--- config.mk ---
export PLATFORM = sky130hd
export DESIGN_NAME = apb_subsystem
export DESIGN_NICKNAME = d
export VERILOG_FILES = /design/src/hw/apb_sub_pkg.sv /design/src/hw/apb_sub_if.sv /design/src/hw/apb_req_decode.sv /design/src/hw/apb_rsp_collect.sv /design/src/hw/apb_subsystem.sv /design/src/hw/apb_xfer_ctrl.sv /design/src/hw/xfer_fifo.sv
export SDC_FILE = /design/constraint.sdc
export NUM_CORES = 1
export LEC_CHECK = 0
export BUFFER_PORTS_ARGS = -buffer_cell sky130_fd_sc_hd__clkbuf_2
export CELL_PAD_IN_SITES_DETAIL_PLACEMENT = 2
export CELL_PAD_IN_SITES_GLOBAL_PLACEMENT = 2
export CORE_UTILIZATION = 36
export DETAILED_ROUTE_END_ITERATION = 7
export PLACE_DENSITY = 0.82
export SYNTH_ARGS = -nofsm -noshare
export SYNTH_HDL_FRONTEND = slang
export SYNTH_SLANG_ARGS = --single-unit
--- constraint.sdc ---
create_clock -name i_pclk -period 8.28 [get_ports i_pclk]
set_input_delay 1.656 -clock i_pclk [delete_from_list [all_inputs] [get_ports i_pclk]]
set_output_delay 1.656 -clock i_pclk [all_outputs]
set_load 0.02 [all_outputs]
--- src/hw/apb_sub_pkg.sv ---
//------------------------------------------------
// APB subsystem package
// Address map of the nine peripheral slots, bus
// widths and the transfer records passed between
// the decode, execute and result stages
//------------------------------------------------
package apb_sub_pkg;

  //------------------------------------------------
  // Widths and address map
  //------------------------------------------------
  localparam int ADDR_W         = 32;         // Host and APB address
  localparam int DATA_W         = 32;         // Read and write data
  localparam int STRB_W         = 4;          // Byte lanes per word
  localparam int NUM_SLOTS      = 9;          // Peripheral slots on the bus
  localparam int SLOT_SPAN_LOG2 = 16;         // 64 KB per slot
  localparam int FIFO_DEPTH     = 2;          // Entries in each stage queue

  localparam logic [ADDR_W-1:0] SLOT_BASE = 32'h0080_0000; // Slot 0 start

  // Slots with byte-wide register files, both UARTs
  localparam logic [NUM_SLOTS-1:0] BYTE_LANE_SLOTS = 9'b1_0000_0010;

  //------------------------------------------------
  // Types
  //------------------------------------------------
  typedef logic [3:0]           slot_idx_t;   // Slot number
  typedef logic [STRB_W-1:0]    strb_t;       // Byte-lane strobe
  typedef logic [NUM_SLOTS-1:0] sel_vec_t;    // One-hot psel

  // Read data of every slot, word s from slot s
  typedef logic [NUM_SLOTS-1:0][DATA_W-1:0] prdata_bus_t;

  // Raw host request
  typedef struct packed {
    logic [ADDR_W-1:0] addr;
    logic              write;
    logic [DATA_W-1:0] wdata;
  } host_req_t;

  // Request after slot decode
  typedef struct packed {
    host_req_t req;
    slot_idx_t slot;
    strb_t     strb;
    logic      unmapped;     // Outside the slot window
  } xfer_req_t;

  // Response back to the host
  typedef struct packed {
    logic [DATA_W-1:0] rdata;
    logic              err;
  } xfer_rsp_t;

  // APB phases of the execute stage
  typedef enum logic [1:0] {
    ST_IDLE,
    ST_SETUP,
    ST_ACCESS
  } xfer_state_t;

endpackage

--- src/hw/apb_sub_if.sv ---
//------------------------------------------------
// Stage links of the APB subsystem
// Decoded requests into execute, completion
// reports from execute into the result stage
//------------------------------------------------
`timescale 1ns/1ns

// Decode to execute, valid/ready
interface xfer_req_if import apb_sub_pkg::*; ();

  logic      valid;    // Decoded request waiting
  logic      ready;    // Execute can take it
  xfer_req_t req;      // Held stable while valid

  modport src (
    output valid,
    output req,
    input  ready
  );

  modport snk (
    input  valid,
    input  req,
    output ready
  );

endinterface

// Execute to result, one pulse per finished transfer
interface xfer_done_if import apb_sub_pkg::*; ();

  logic      done;     // Single-cycle completion pulse
  slot_idx_t slot;     // Slot whose read data to take
  logic      err;      // Unmapped address
  logic      ready;    // Response queue has room

  modport src (
    output done,
    output slot,
    output err,
    input  ready
  );

  modport snk (
    input  done,
    input  slot,
    input  err,
    output ready
  );

endinterface

--- src/hw/apb_req_decode.sv ---
//------------------------------------------------
// Request decode stage
// Queues host requests, maps each address to a
// slot and a byte-lane strobe, and registers the
// decoded transfer for the execute stage
//------------------------------------------------
`timescale 1ns/1ns

module apb_req_decode import apb_sub_pkg::*; (
  input  logic      i_pclk,
  input  logic      i_rst_n,
  // Host request channel
  input  logic      i_req_valid,
  output logic      o_req_ready,
  input  host_req_t i_req,
  // To execute
  xfer_req_if.src   o_xfer
);

  logic              q_valid;      // Queue head present
  logic              q_ready;      // Output register can load
  host_req_t         q_req;
  logic [ADDR_W-1:0] offset;       // Address relative to slot 0
  logic [ADDR_W-SLOT_SPAN_LOG2-1:0] slot_num;
  logic              unmapped;
  slot_idx_t         slot;
  strb_t             strb;
  xfer_req_t         dec_req;
  xfer_req_t         out_q;        // Registered transfer
  logic              out_valid_q;

  xfer_fifo #(.T(host_req_t)) req_fifo_i (
    .i_pclk  (i_pclk),
    .i_rst_n (i_rst_n),
    .i_valid (i_req_valid),
    .o_ready (o_req_ready),
    .i_data  (i_req),
    .o_valid (q_valid),
    .i_ready (q_ready),
    .o_data  (q_req)
  );

  //------------------------------------------------
  // Slot window compare
  //------------------------------------------------
  assign offset   = q_req.addr - SLOT_BASE;
  assign slot_num = offset[ADDR_W-1:SLOT_SPAN_LOG2];      // 64 KB granule
  assign unmapped = (q_req.addr < SLOT_BASE) ||
                    (slot_num >= (ADDR_W-SLOT_SPAN_LOG2)'(NUM_SLOTS));
  assign slot     = unmapped ? '0 : slot_idx_t'(slot_num);

  // UART slots take one lane, little-endian order
  always_comb begin
    if (!unmapped && BYTE_LANE_SLOTS[slot]) begin
      strb = strb_t'(1) << q_req.addr[1:0];
    end else begin
      strb = '1;                         // Word slots, all lanes
    end
  end

  assign dec_req = '{req: q_req, slot: slot, strb: strb, unmapped: unmapped};

  //------------------------------------------------
  // Output register
  //------------------------------------------------
  assign q_ready = !out_valid_q || o_xfer.ready;           // Empty or draining

  always_ff @(posedge i_pclk) begin
    if (!i_rst_n) begin
      out_valid_q <= 1'b0;
    end else if (q_ready) begin
      out_valid_q <= q_valid;
    end
  end

  always_ff @(posedge i_pclk) begin
    if (q_ready && q_valid) out_q <= dec_req;
  end

  assign o_xfer.valid = out_valid_q;
  assign o_xfer.req   = out_q;

endmodule

--- src/hw/apb_rsp_collect.sv ---
//------------------------------------------------
// Response collect stage
// Picks the finishing slot's read data on each
// completion pulse and queues host responses
//------------------------------------------------
`timescale 1ns/1ns

module apb_rsp_collect import apb_sub_pkg::*; (
  input  logic        i_pclk,
  input  logic        i_rst_n,
  // From execute
  xfer_done_if.snk    i_done,
  // APB read data of all slots
  input  prdata_bus_t i_prdata,
  // Host response channel
  output logic        o_rsp_valid,
  input  logic        i_rsp_ready,
  output xfer_rsp_t   o_rsp
);

  xfer_rsp_t rsp_in;      // Response built from the pulse
  logic      rsp_room;    // Queue can take a response

  //------------------------------------------------
  // Read data select
  //------------------------------------------------
  // prdata is only valid in the pready cycle, same cycle as the pulse
  always_comb begin
    rsp_in.err = i_done.err;
    if (i_done.err) begin
      rsp_in.rdata = '0;                  // No bus access, no data
    end else begin
      rsp_in.rdata = i_prdata[i_done.slot];
    end
  end

  xfer_fifo #(.T(xfer_rsp_t)) rsp_fifo_i (
    .i_pclk  (i_pclk),
    .i_rst_n (i_rst_n),
    .i_valid (i_done.done),
    .o_ready (rsp_room),
    .i_data  (rsp_in),
    .o_valid (o_rsp_valid),
    .i_ready (i_rsp_ready),
    .o_data  (o_rsp)
  );

  // Execute holds off new transfers while full
  assign i_done.ready = rsp_room;

endmodule

--- src/hw/apb_subsystem.sv ---
//------------------------------------------------
// APB subsystem bridge top
// Host valid/ready requests in, APB transfers to
// nine peripheral slots, responses out
//------------------------------------------------
`timescale 1ns/1ns

module apb_subsystem import apb_sub_pkg::*; (
  input  logic                 i_pclk,
  input  logic                 i_rst_n,
  // Host request
  input  logic                 i_req_valid,
  output logic                 o_req_ready,
  input  logic [ADDR_W-1:0]    i_req_addr,
  input  logic                 i_req_write,
  input  logic [DATA_W-1:0]    i_req_wdata,
  // Host response
  output logic                 o_rsp_valid,
  input  logic                 i_rsp_ready,
  output logic [DATA_W-1:0]    o_rsp_rdata,
  output logic                 o_rsp_err,
  // APB
  output sel_vec_t             o_psel,
  output logic                 o_penable,
  output logic                 o_pwrite,
  output logic [ADDR_W-1:0]    o_paddr,
  output logic [DATA_W-1:0]    o_pwdata,
  output strb_t                o_pstrb,
  input  prdata_bus_t          i_prdata,
  input  logic [NUM_SLOTS-1:0] i_pready
);

  host_req_t host_req;       // Packed host request
  xfer_rsp_t host_rsp;       // Head of response queue

  assign host_req.addr  = i_req_addr;
  assign host_req.write = i_req_write;
  assign host_req.wdata = i_req_wdata;

  assign o_rsp_rdata = host_rsp.rdata;
  assign o_rsp_err   = host_rsp.err;

  //------------------------------------------------
  // Stage links
  //------------------------------------------------
  xfer_req_if  xfer_req_bus ();
  xfer_done_if xfer_done_bus ();

  apb_req_decode decode_i (
    .i_pclk      (i_pclk),
    .i_rst_n     (i_rst_n),
    .i_req_valid (i_req_valid),
    .o_req_ready (o_req_ready),
    .i_req       (host_req),
    .o_xfer      (xfer_req_bus.src)
  );

  apb_xfer_ctrl exec_i (
    .i_pclk    (i_pclk),
    .i_rst_n   (i_rst_n),
    .i_xfer    (xfer_req_bus.snk),
    .o_done    (xfer_done_bus.src),
    .o_psel    (o_psel),
    .o_penable (o_penable),
    .o_pwrite  (o_pwrite),
    .o_paddr   (o_paddr),
    .o_pwdata  (o_pwdata),
    .o_pstrb   (o_pstrb),
    .i_pready  (i_pready)
  );

  apb_rsp_collect result_i (
    .i_pclk      (i_pclk),
    .i_rst_n     (i_rst_n),
    .i_done      (xfer_done_bus.snk),
    .i_prdata    (i_prdata),
    .o_rsp_valid (o_rsp_valid),
    .i_rsp_ready (i_rsp_ready),
    .o_rsp       (host_rsp)
  );

endmodule

--- src/hw/apb_xfer_ctrl.sv ---
//------------------------------------------------
// APB execute stage
// Runs setup and access phases for one decoded
// transfer at a time, waits on the slot's pready
// and reports completion to the result stage
//------------------------------------------------
`timescale 1ns/1ns

module apb_xfer_ctrl import apb_sub_pkg::*; (
  input  logic              i_pclk,
  input  logic              i_rst_n,
  // From decode
  xfer_req_if.snk           i_xfer,
  // To result
  xfer_done_if.src          o_done,
  // APB master side
  output sel_vec_t          o_psel,
  output logic              o_penable,
  output logic              o_pwrite,
  output logic [ADDR_W-1:0] o_paddr,
  output logic [DATA_W-1:0] o_pwdata,
  output strb_t             o_pstrb,
  input  logic [NUM_SLOTS-1:0] i_pready
);

  xfer_state_t state_q;
  xfer_state_t state_d;
  xfer_req_t   xfer_q;       // Transfer in flight
  logic        start;        // New transfer taken this cycle
  logic        done;         // Transfer ends this cycle
  logic        sel_on;       // Bus owned by a mapped slot

  // Only start when a response entry is guaranteed
  assign i_xfer.ready = (state_q == ST_IDLE) && o_done.ready;
  assign start        = i_xfer.valid && i_xfer.ready;

  // Unmapped transfers finish in the access slot without bus activity
  assign done = (state_q == ST_ACCESS) && (xfer_q.unmapped || i_pready[xfer_q.slot]);

  //------------------------------------------------
  // Phase FSM
  //------------------------------------------------
  always_comb begin
    state_d = state_q;
    case (state_q)
      ST_IDLE:   if (start) state_d = ST_SETUP;
      ST_SETUP:  state_d = ST_ACCESS;              // Setup lasts one cycle
      ST_ACCESS: if (done) state_d = ST_IDLE;      // Wait states until pready
      default:   state_d = ST_IDLE;
    endcase
  end

  always_ff @(posedge i_pclk) begin
    if (!i_rst_n) begin
      state_q <= ST_IDLE;
    end else begin
      state_q <= state_d;
    end
  end

  always_ff @(posedge i_pclk) begin
    if (start) xfer_q <= i_xfer.req;               // Held for both phases
  end

  //------------------------------------------------
  // APB outputs
  //------------------------------------------------
  assign sel_on    = (state_q != ST_IDLE) && !xfer_q.unmapped;
  assign o_psel    = sel_on ? (sel_vec_t'(1) << xfer_q.slot) : '0;   // One-hot
  assign o_penable = sel_on && (state_q == ST_ACCESS);
  assign o_pwrite  = xfer_q.req.write;
  assign o_paddr   = xfer_q.req.addr;
  assign o_pwdata  = xfer_q.req.wdata;
  assign o_pstrb   = xfer_q.strb;

  // Completion report
  assign o_done.done = done;
  assign o_done.slot = xfer_q.slot;
  assign o_done.err  = xfer_q.unmapped;

endmodule

--- src/hw/xfer_fifo.sv ---
//------------------------------------------------
// Small valid/ready queue
// Circular buffer with an entry count, payload
// type set per instance
//------------------------------------------------
`timescale 1ns/1ns

module xfer_fifo import apb_sub_pkg::*; #(
  parameter type T = logic
) (
  input  logic i_pclk,
  input  logic i_rst_n,
  // Write side
  input  logic i_valid,
  output logic o_ready,
  input  T     i_data,
  // Read side
  output logic o_valid,
  input  logic i_ready,
  output T     o_data
);

  localparam int PTR_W = (FIFO_DEPTH > 1) ? $clog2(FIFO_DEPTH) : 1;
  localparam int CNT_W = $clog2(FIFO_DEPTH + 1);

  T                 mem [FIFO_DEPTH];    // Payload storage
  logic [PTR_W-1:0] wr_ptr;
  logic [PTR_W-1:0] rd_ptr;
  logic [CNT_W-1:0] count;               // Entries held
  logic             wr_en;
  logic             rd_en;

  // Full queue still takes data when the head leaves this cycle
  assign o_ready = (count != CNT_W'(FIFO_DEPTH)) || i_ready;
  assign o_valid = (count != '0);
  assign o_data  = mem[rd_ptr];

  assign wr_en = i_valid && o_ready;
  assign rd_en = o_valid && i_ready;

  always_ff @(posedge i_pclk) begin
    if (wr_en) mem[wr_ptr] <= i_data;
  end

  always_ff @(posedge i_pclk) begin
    if (!i_rst_n) begin
      wr_ptr <= '0;
      rd_ptr <= '0;
      count  <= '0;
    end else begin
      if (wr_en) wr_ptr <= (wr_ptr == PTR_W'(FIFO_DEPTH - 1)) ? '0 : wr_ptr + 1'b1;
      if (rd_en) rd_ptr <= (rd_ptr == PTR_W'(FIFO_DEPTH - 1)) ? '0 : rd_ptr + 1'b1;
      case ({wr_en, rd_en})
        2'b10:   count <= count + 1'b1;     // Push only
        2'b01:   count <= count - 1'b1;     // Pop only
        default: count <= count;            // Both or neither
      endcase
    end
  end

endmodule

==> results.py <==
metrics = {
    "timing": {
        "finalSetupTns_ns": 0,
        "tightestPinTransition_ns": 1.15,
        "slew_headroom_pct": 23.1,
        "rsz0062_at_grt": "false",
        "hold_viol_final": 0,
        "min_period_ns": 4.33,
        "timing.final.crit_share_pct": 52.3,
        "fmaxAchievable_mhz": 231,
        "skew_ns": 0.0263,
        "drv_slew": 0,
        "setup_viol": 0,
    },
    "route": {
        "num_vias": 9679,
        "wl_um": 49800,
        "ant_nets": 0,
        "drt_iter0_markers": 476,
        "viasPerCell": 5.26,
        "drt_first_pass_iters": 5,
        "drc": 0,
        "wl_per_cell_um": 27.0,
    },
    "cells_and_area": {
        "mostFrequentLayoutCells": "479 x clkbuf_2, 344 x edfxtp_1, 94 x mux2_2",
        "drive_gt1_share_pct": 55.3,
        "final_nets": 1649,
        "finish.utilization_pct": 46.6,
        "area_delta_synth_final_pct": 27.8,
        "final_common_cell": "clkbuf_2",
    },
    "synthesis": {
        "seq_area_frac_synth_pct": 71.3,
        "synth-seq-cells": 357,
        "synth_fp_nets": 1168,
        "avgSynthCellArea_um2": 18.6,
        "ys.flop_type": "edfxtp_1",
        "ys_async_sr_fraction_pct": 0,
        "synth_cells": 799,
        "yosys_warnings": 0,
        "synth-edff-count": 344,
        "synth_area_mm2": 0.0148,
        "synth.distinct_cells": 52,
        "yosysTopAreaCellShare_pct": 69.6,
        "yosys.area.top_type": "edfxtp_1",
        "synth_area_leaders": "edfxtp_1 70%, mux4_2 9.9%, mux2_2 7.1%, a221oi_1 1.9%, dfxtp_1 1.8%",
    },
    "worst_setup_path": {
        "start_kind": "primary input",
        "crit_path_end_kind": "output port",
        "cp.required_ns": 6.62,
        "setup.worst_path.class": "in2out",
        "path_max_fanout": 5,
        "cp_data_arrival_time_ns": 2.67,
    },
    "grt": {
        "grt_start_max_net_pins": 76,
        "grt_overflow": 0,
        "antenna_found_initial": 9,
        "grt.total_usage_pct": 23.2,
        "grt_pass1_vias": 10800,
        "grt_pass1_wl_um": 70100,
    },
    "floorplan": {
        "start_util_pct": 36.4,
        "std_cell_rows": 74,
        "die_h_um": 205,
        "core_mm2": 0.0407,
        "die_area_mm2": 0.0421,
        "num_io_pins": 480,
        "die_x_um": 205,
    },
    "clock_network": {
        "ctsHtreeMaxLevel": 2,
        "cts_hold_buf": 0,
        "clockBufferDepth": 3,
        "cts.clk_slew.worst_paths_ns": 0.06,
        "cts.sinks": 357,
        "cts_resized": 0,
        "cts_tree": "built",
        "cts_setup_buffers": 0,
        "insertion_delay_ns": 0.56,
        "cts_root_buf": "clkbuf_16",
        "cts_buffers": 39,
    },
    "hold_path": {
        "min_path_type": "reg2reg",
    },
    "run": {
        "drv_cap": 0,
    },
    "place": {
        "gp_congestion": 0.856,
        "hpwl_um": 36700,
        "portBuffers": 479,
    },
    "power": {
        "p_leak_nw": 7.15,
        "power_density_mw_per_mm2": 296,
        "power.total_mw": 5.62,
        "peakVddDrop_mv": 0.195,
    },
    "run_status": {
        "status": "complete, no violations",
    },
}
layout make-up:
type                            count  area [µm²]
Clock buffer                       46        1000
Antenna cell                        4        10.0
Clock inverter                     20         165
Multi-Input combinational cell    382        4010
Fill cell                        3939       21800
Timing Repair Buffer              491        2490
Tap cell                          532         666
Sequential cell                   357       10600
Inverter                            9        33.8
per-stage QoR:
stage / instances / worst slack (ns) / hold slack [ns] / cell area [µm²]
after floorplan: 799 / 1.89 / 0.400 / 14800
after global placement: 1771 / 3.97 / 0.400 / 17800
after detailed placement: 1771 / 3.97 / 0.406 / 17800
after CTS: 1837 / 3.97 / 0.403 / 19000
after global routing: 1841 / 3.84 / 0.410 / 19000
final: 1841 / 3.95 / 0.406 / 19000
final timing paths:
| kind | depth (start not counted) | slack (ns) | start | to |
|---|---|---|---|---|
| hold reg to reg | 0 | 0.41 | decode_i.o_xfer.req[4]$_SDFFCE_PN1P_ | exec_i.o_pstrb[3]$_DFFE_PP_ |
| setup / recovery | 4 | 3.95 | i_rsp_ready | o_req_ready |
| hold / removal | 0 | 0.41 | decode_i.o_xfer.req[4]$_SDFFCE_PN1P_ | exec_i.o_pstrb[3]$_DFFE_PP_ |
| setup reg to reg | 6 | 5.00 | exec_i.o_done.slot[1]$_DFFE_PP_ | result_i.rsp_fifo_i.mem[1][32]$_DFFE_PP_ |
layer usage:
metal,wire length [µm],part of all wire (%),GRT usage (%),vias up
met5,53,0.11,0,-
met4,1760,3.5,9.52,8
met3,3980,8.0,7.87,88
met2,26900,54,43.3,369
met1,17100,34,23.5,4946
li1,-,-,-,4268
cell families (layout without fill, tap and decap cells):
group	count (synthesis)	count (layout)	synth area share, %
AND/OR/NAND/NOR	109	109	3.80
adder cells (fa/ha/maj)	3	3	0.253
flip-flops	357	357	71.3
AO/OA/AOI/OAI	99	99	4.94
XOR/XNOR	5	5	0.295
buffers and inverters	60	566	1.85
other	0	4	0
multiplexers	166	166	17.5
synthesized netlist by cell type, drive strengths merged, types with 3 or more instances:
cell type	number
nand2	11
dfxtp	13
ha	3
nor4	3
nor3b	3
mux4	65
o21ai	3
mux2	96
clkbuf	29
nand3	3
nor2	23
o2111a	4
edfxtp	344
or3	4
nand2b	3
a221oi	32
buf	22
a21oi	42
nor2b	4
nor3	41
and3	3
xnor2	3
mux2i	5
inv	8
o2111ai	4
state kept, by name, summed over array words and instances (netlist names), 2 cells and up, named ones only:
name / cells
result_i.rsp_fifo_i.mem: 66
exec_i.o_pstrb: 4
exec_i.o_paddr: 32
exec_i.state_q: 2
decode_i.req_fifo_i.count: 2
result_i.rsp_fifo_i.count: 2
exec_i.o_done.slot: 4
decode_i.o_xfer.req: 74
decode_i.req_fifo_i.mem: 130
exec_i.o_pwdata: 32
power breakdown:
group / internal, mW / total [mW] / switching, mW
Sequential: 2.42 / 2.60 / 0.177
Clock: 0.904 / 1.62 / 0.721
Combinational: 0.540 / 1.40 / 0.856
worst max-delay path, stage by stage:
cell and delay, ns:
clkbuf_2 0.09, nor3b_1 0.46, o311ai_0 0.25, clkbuf_2 0.21
Note: power is estimated with default switching activity, not from simulation.
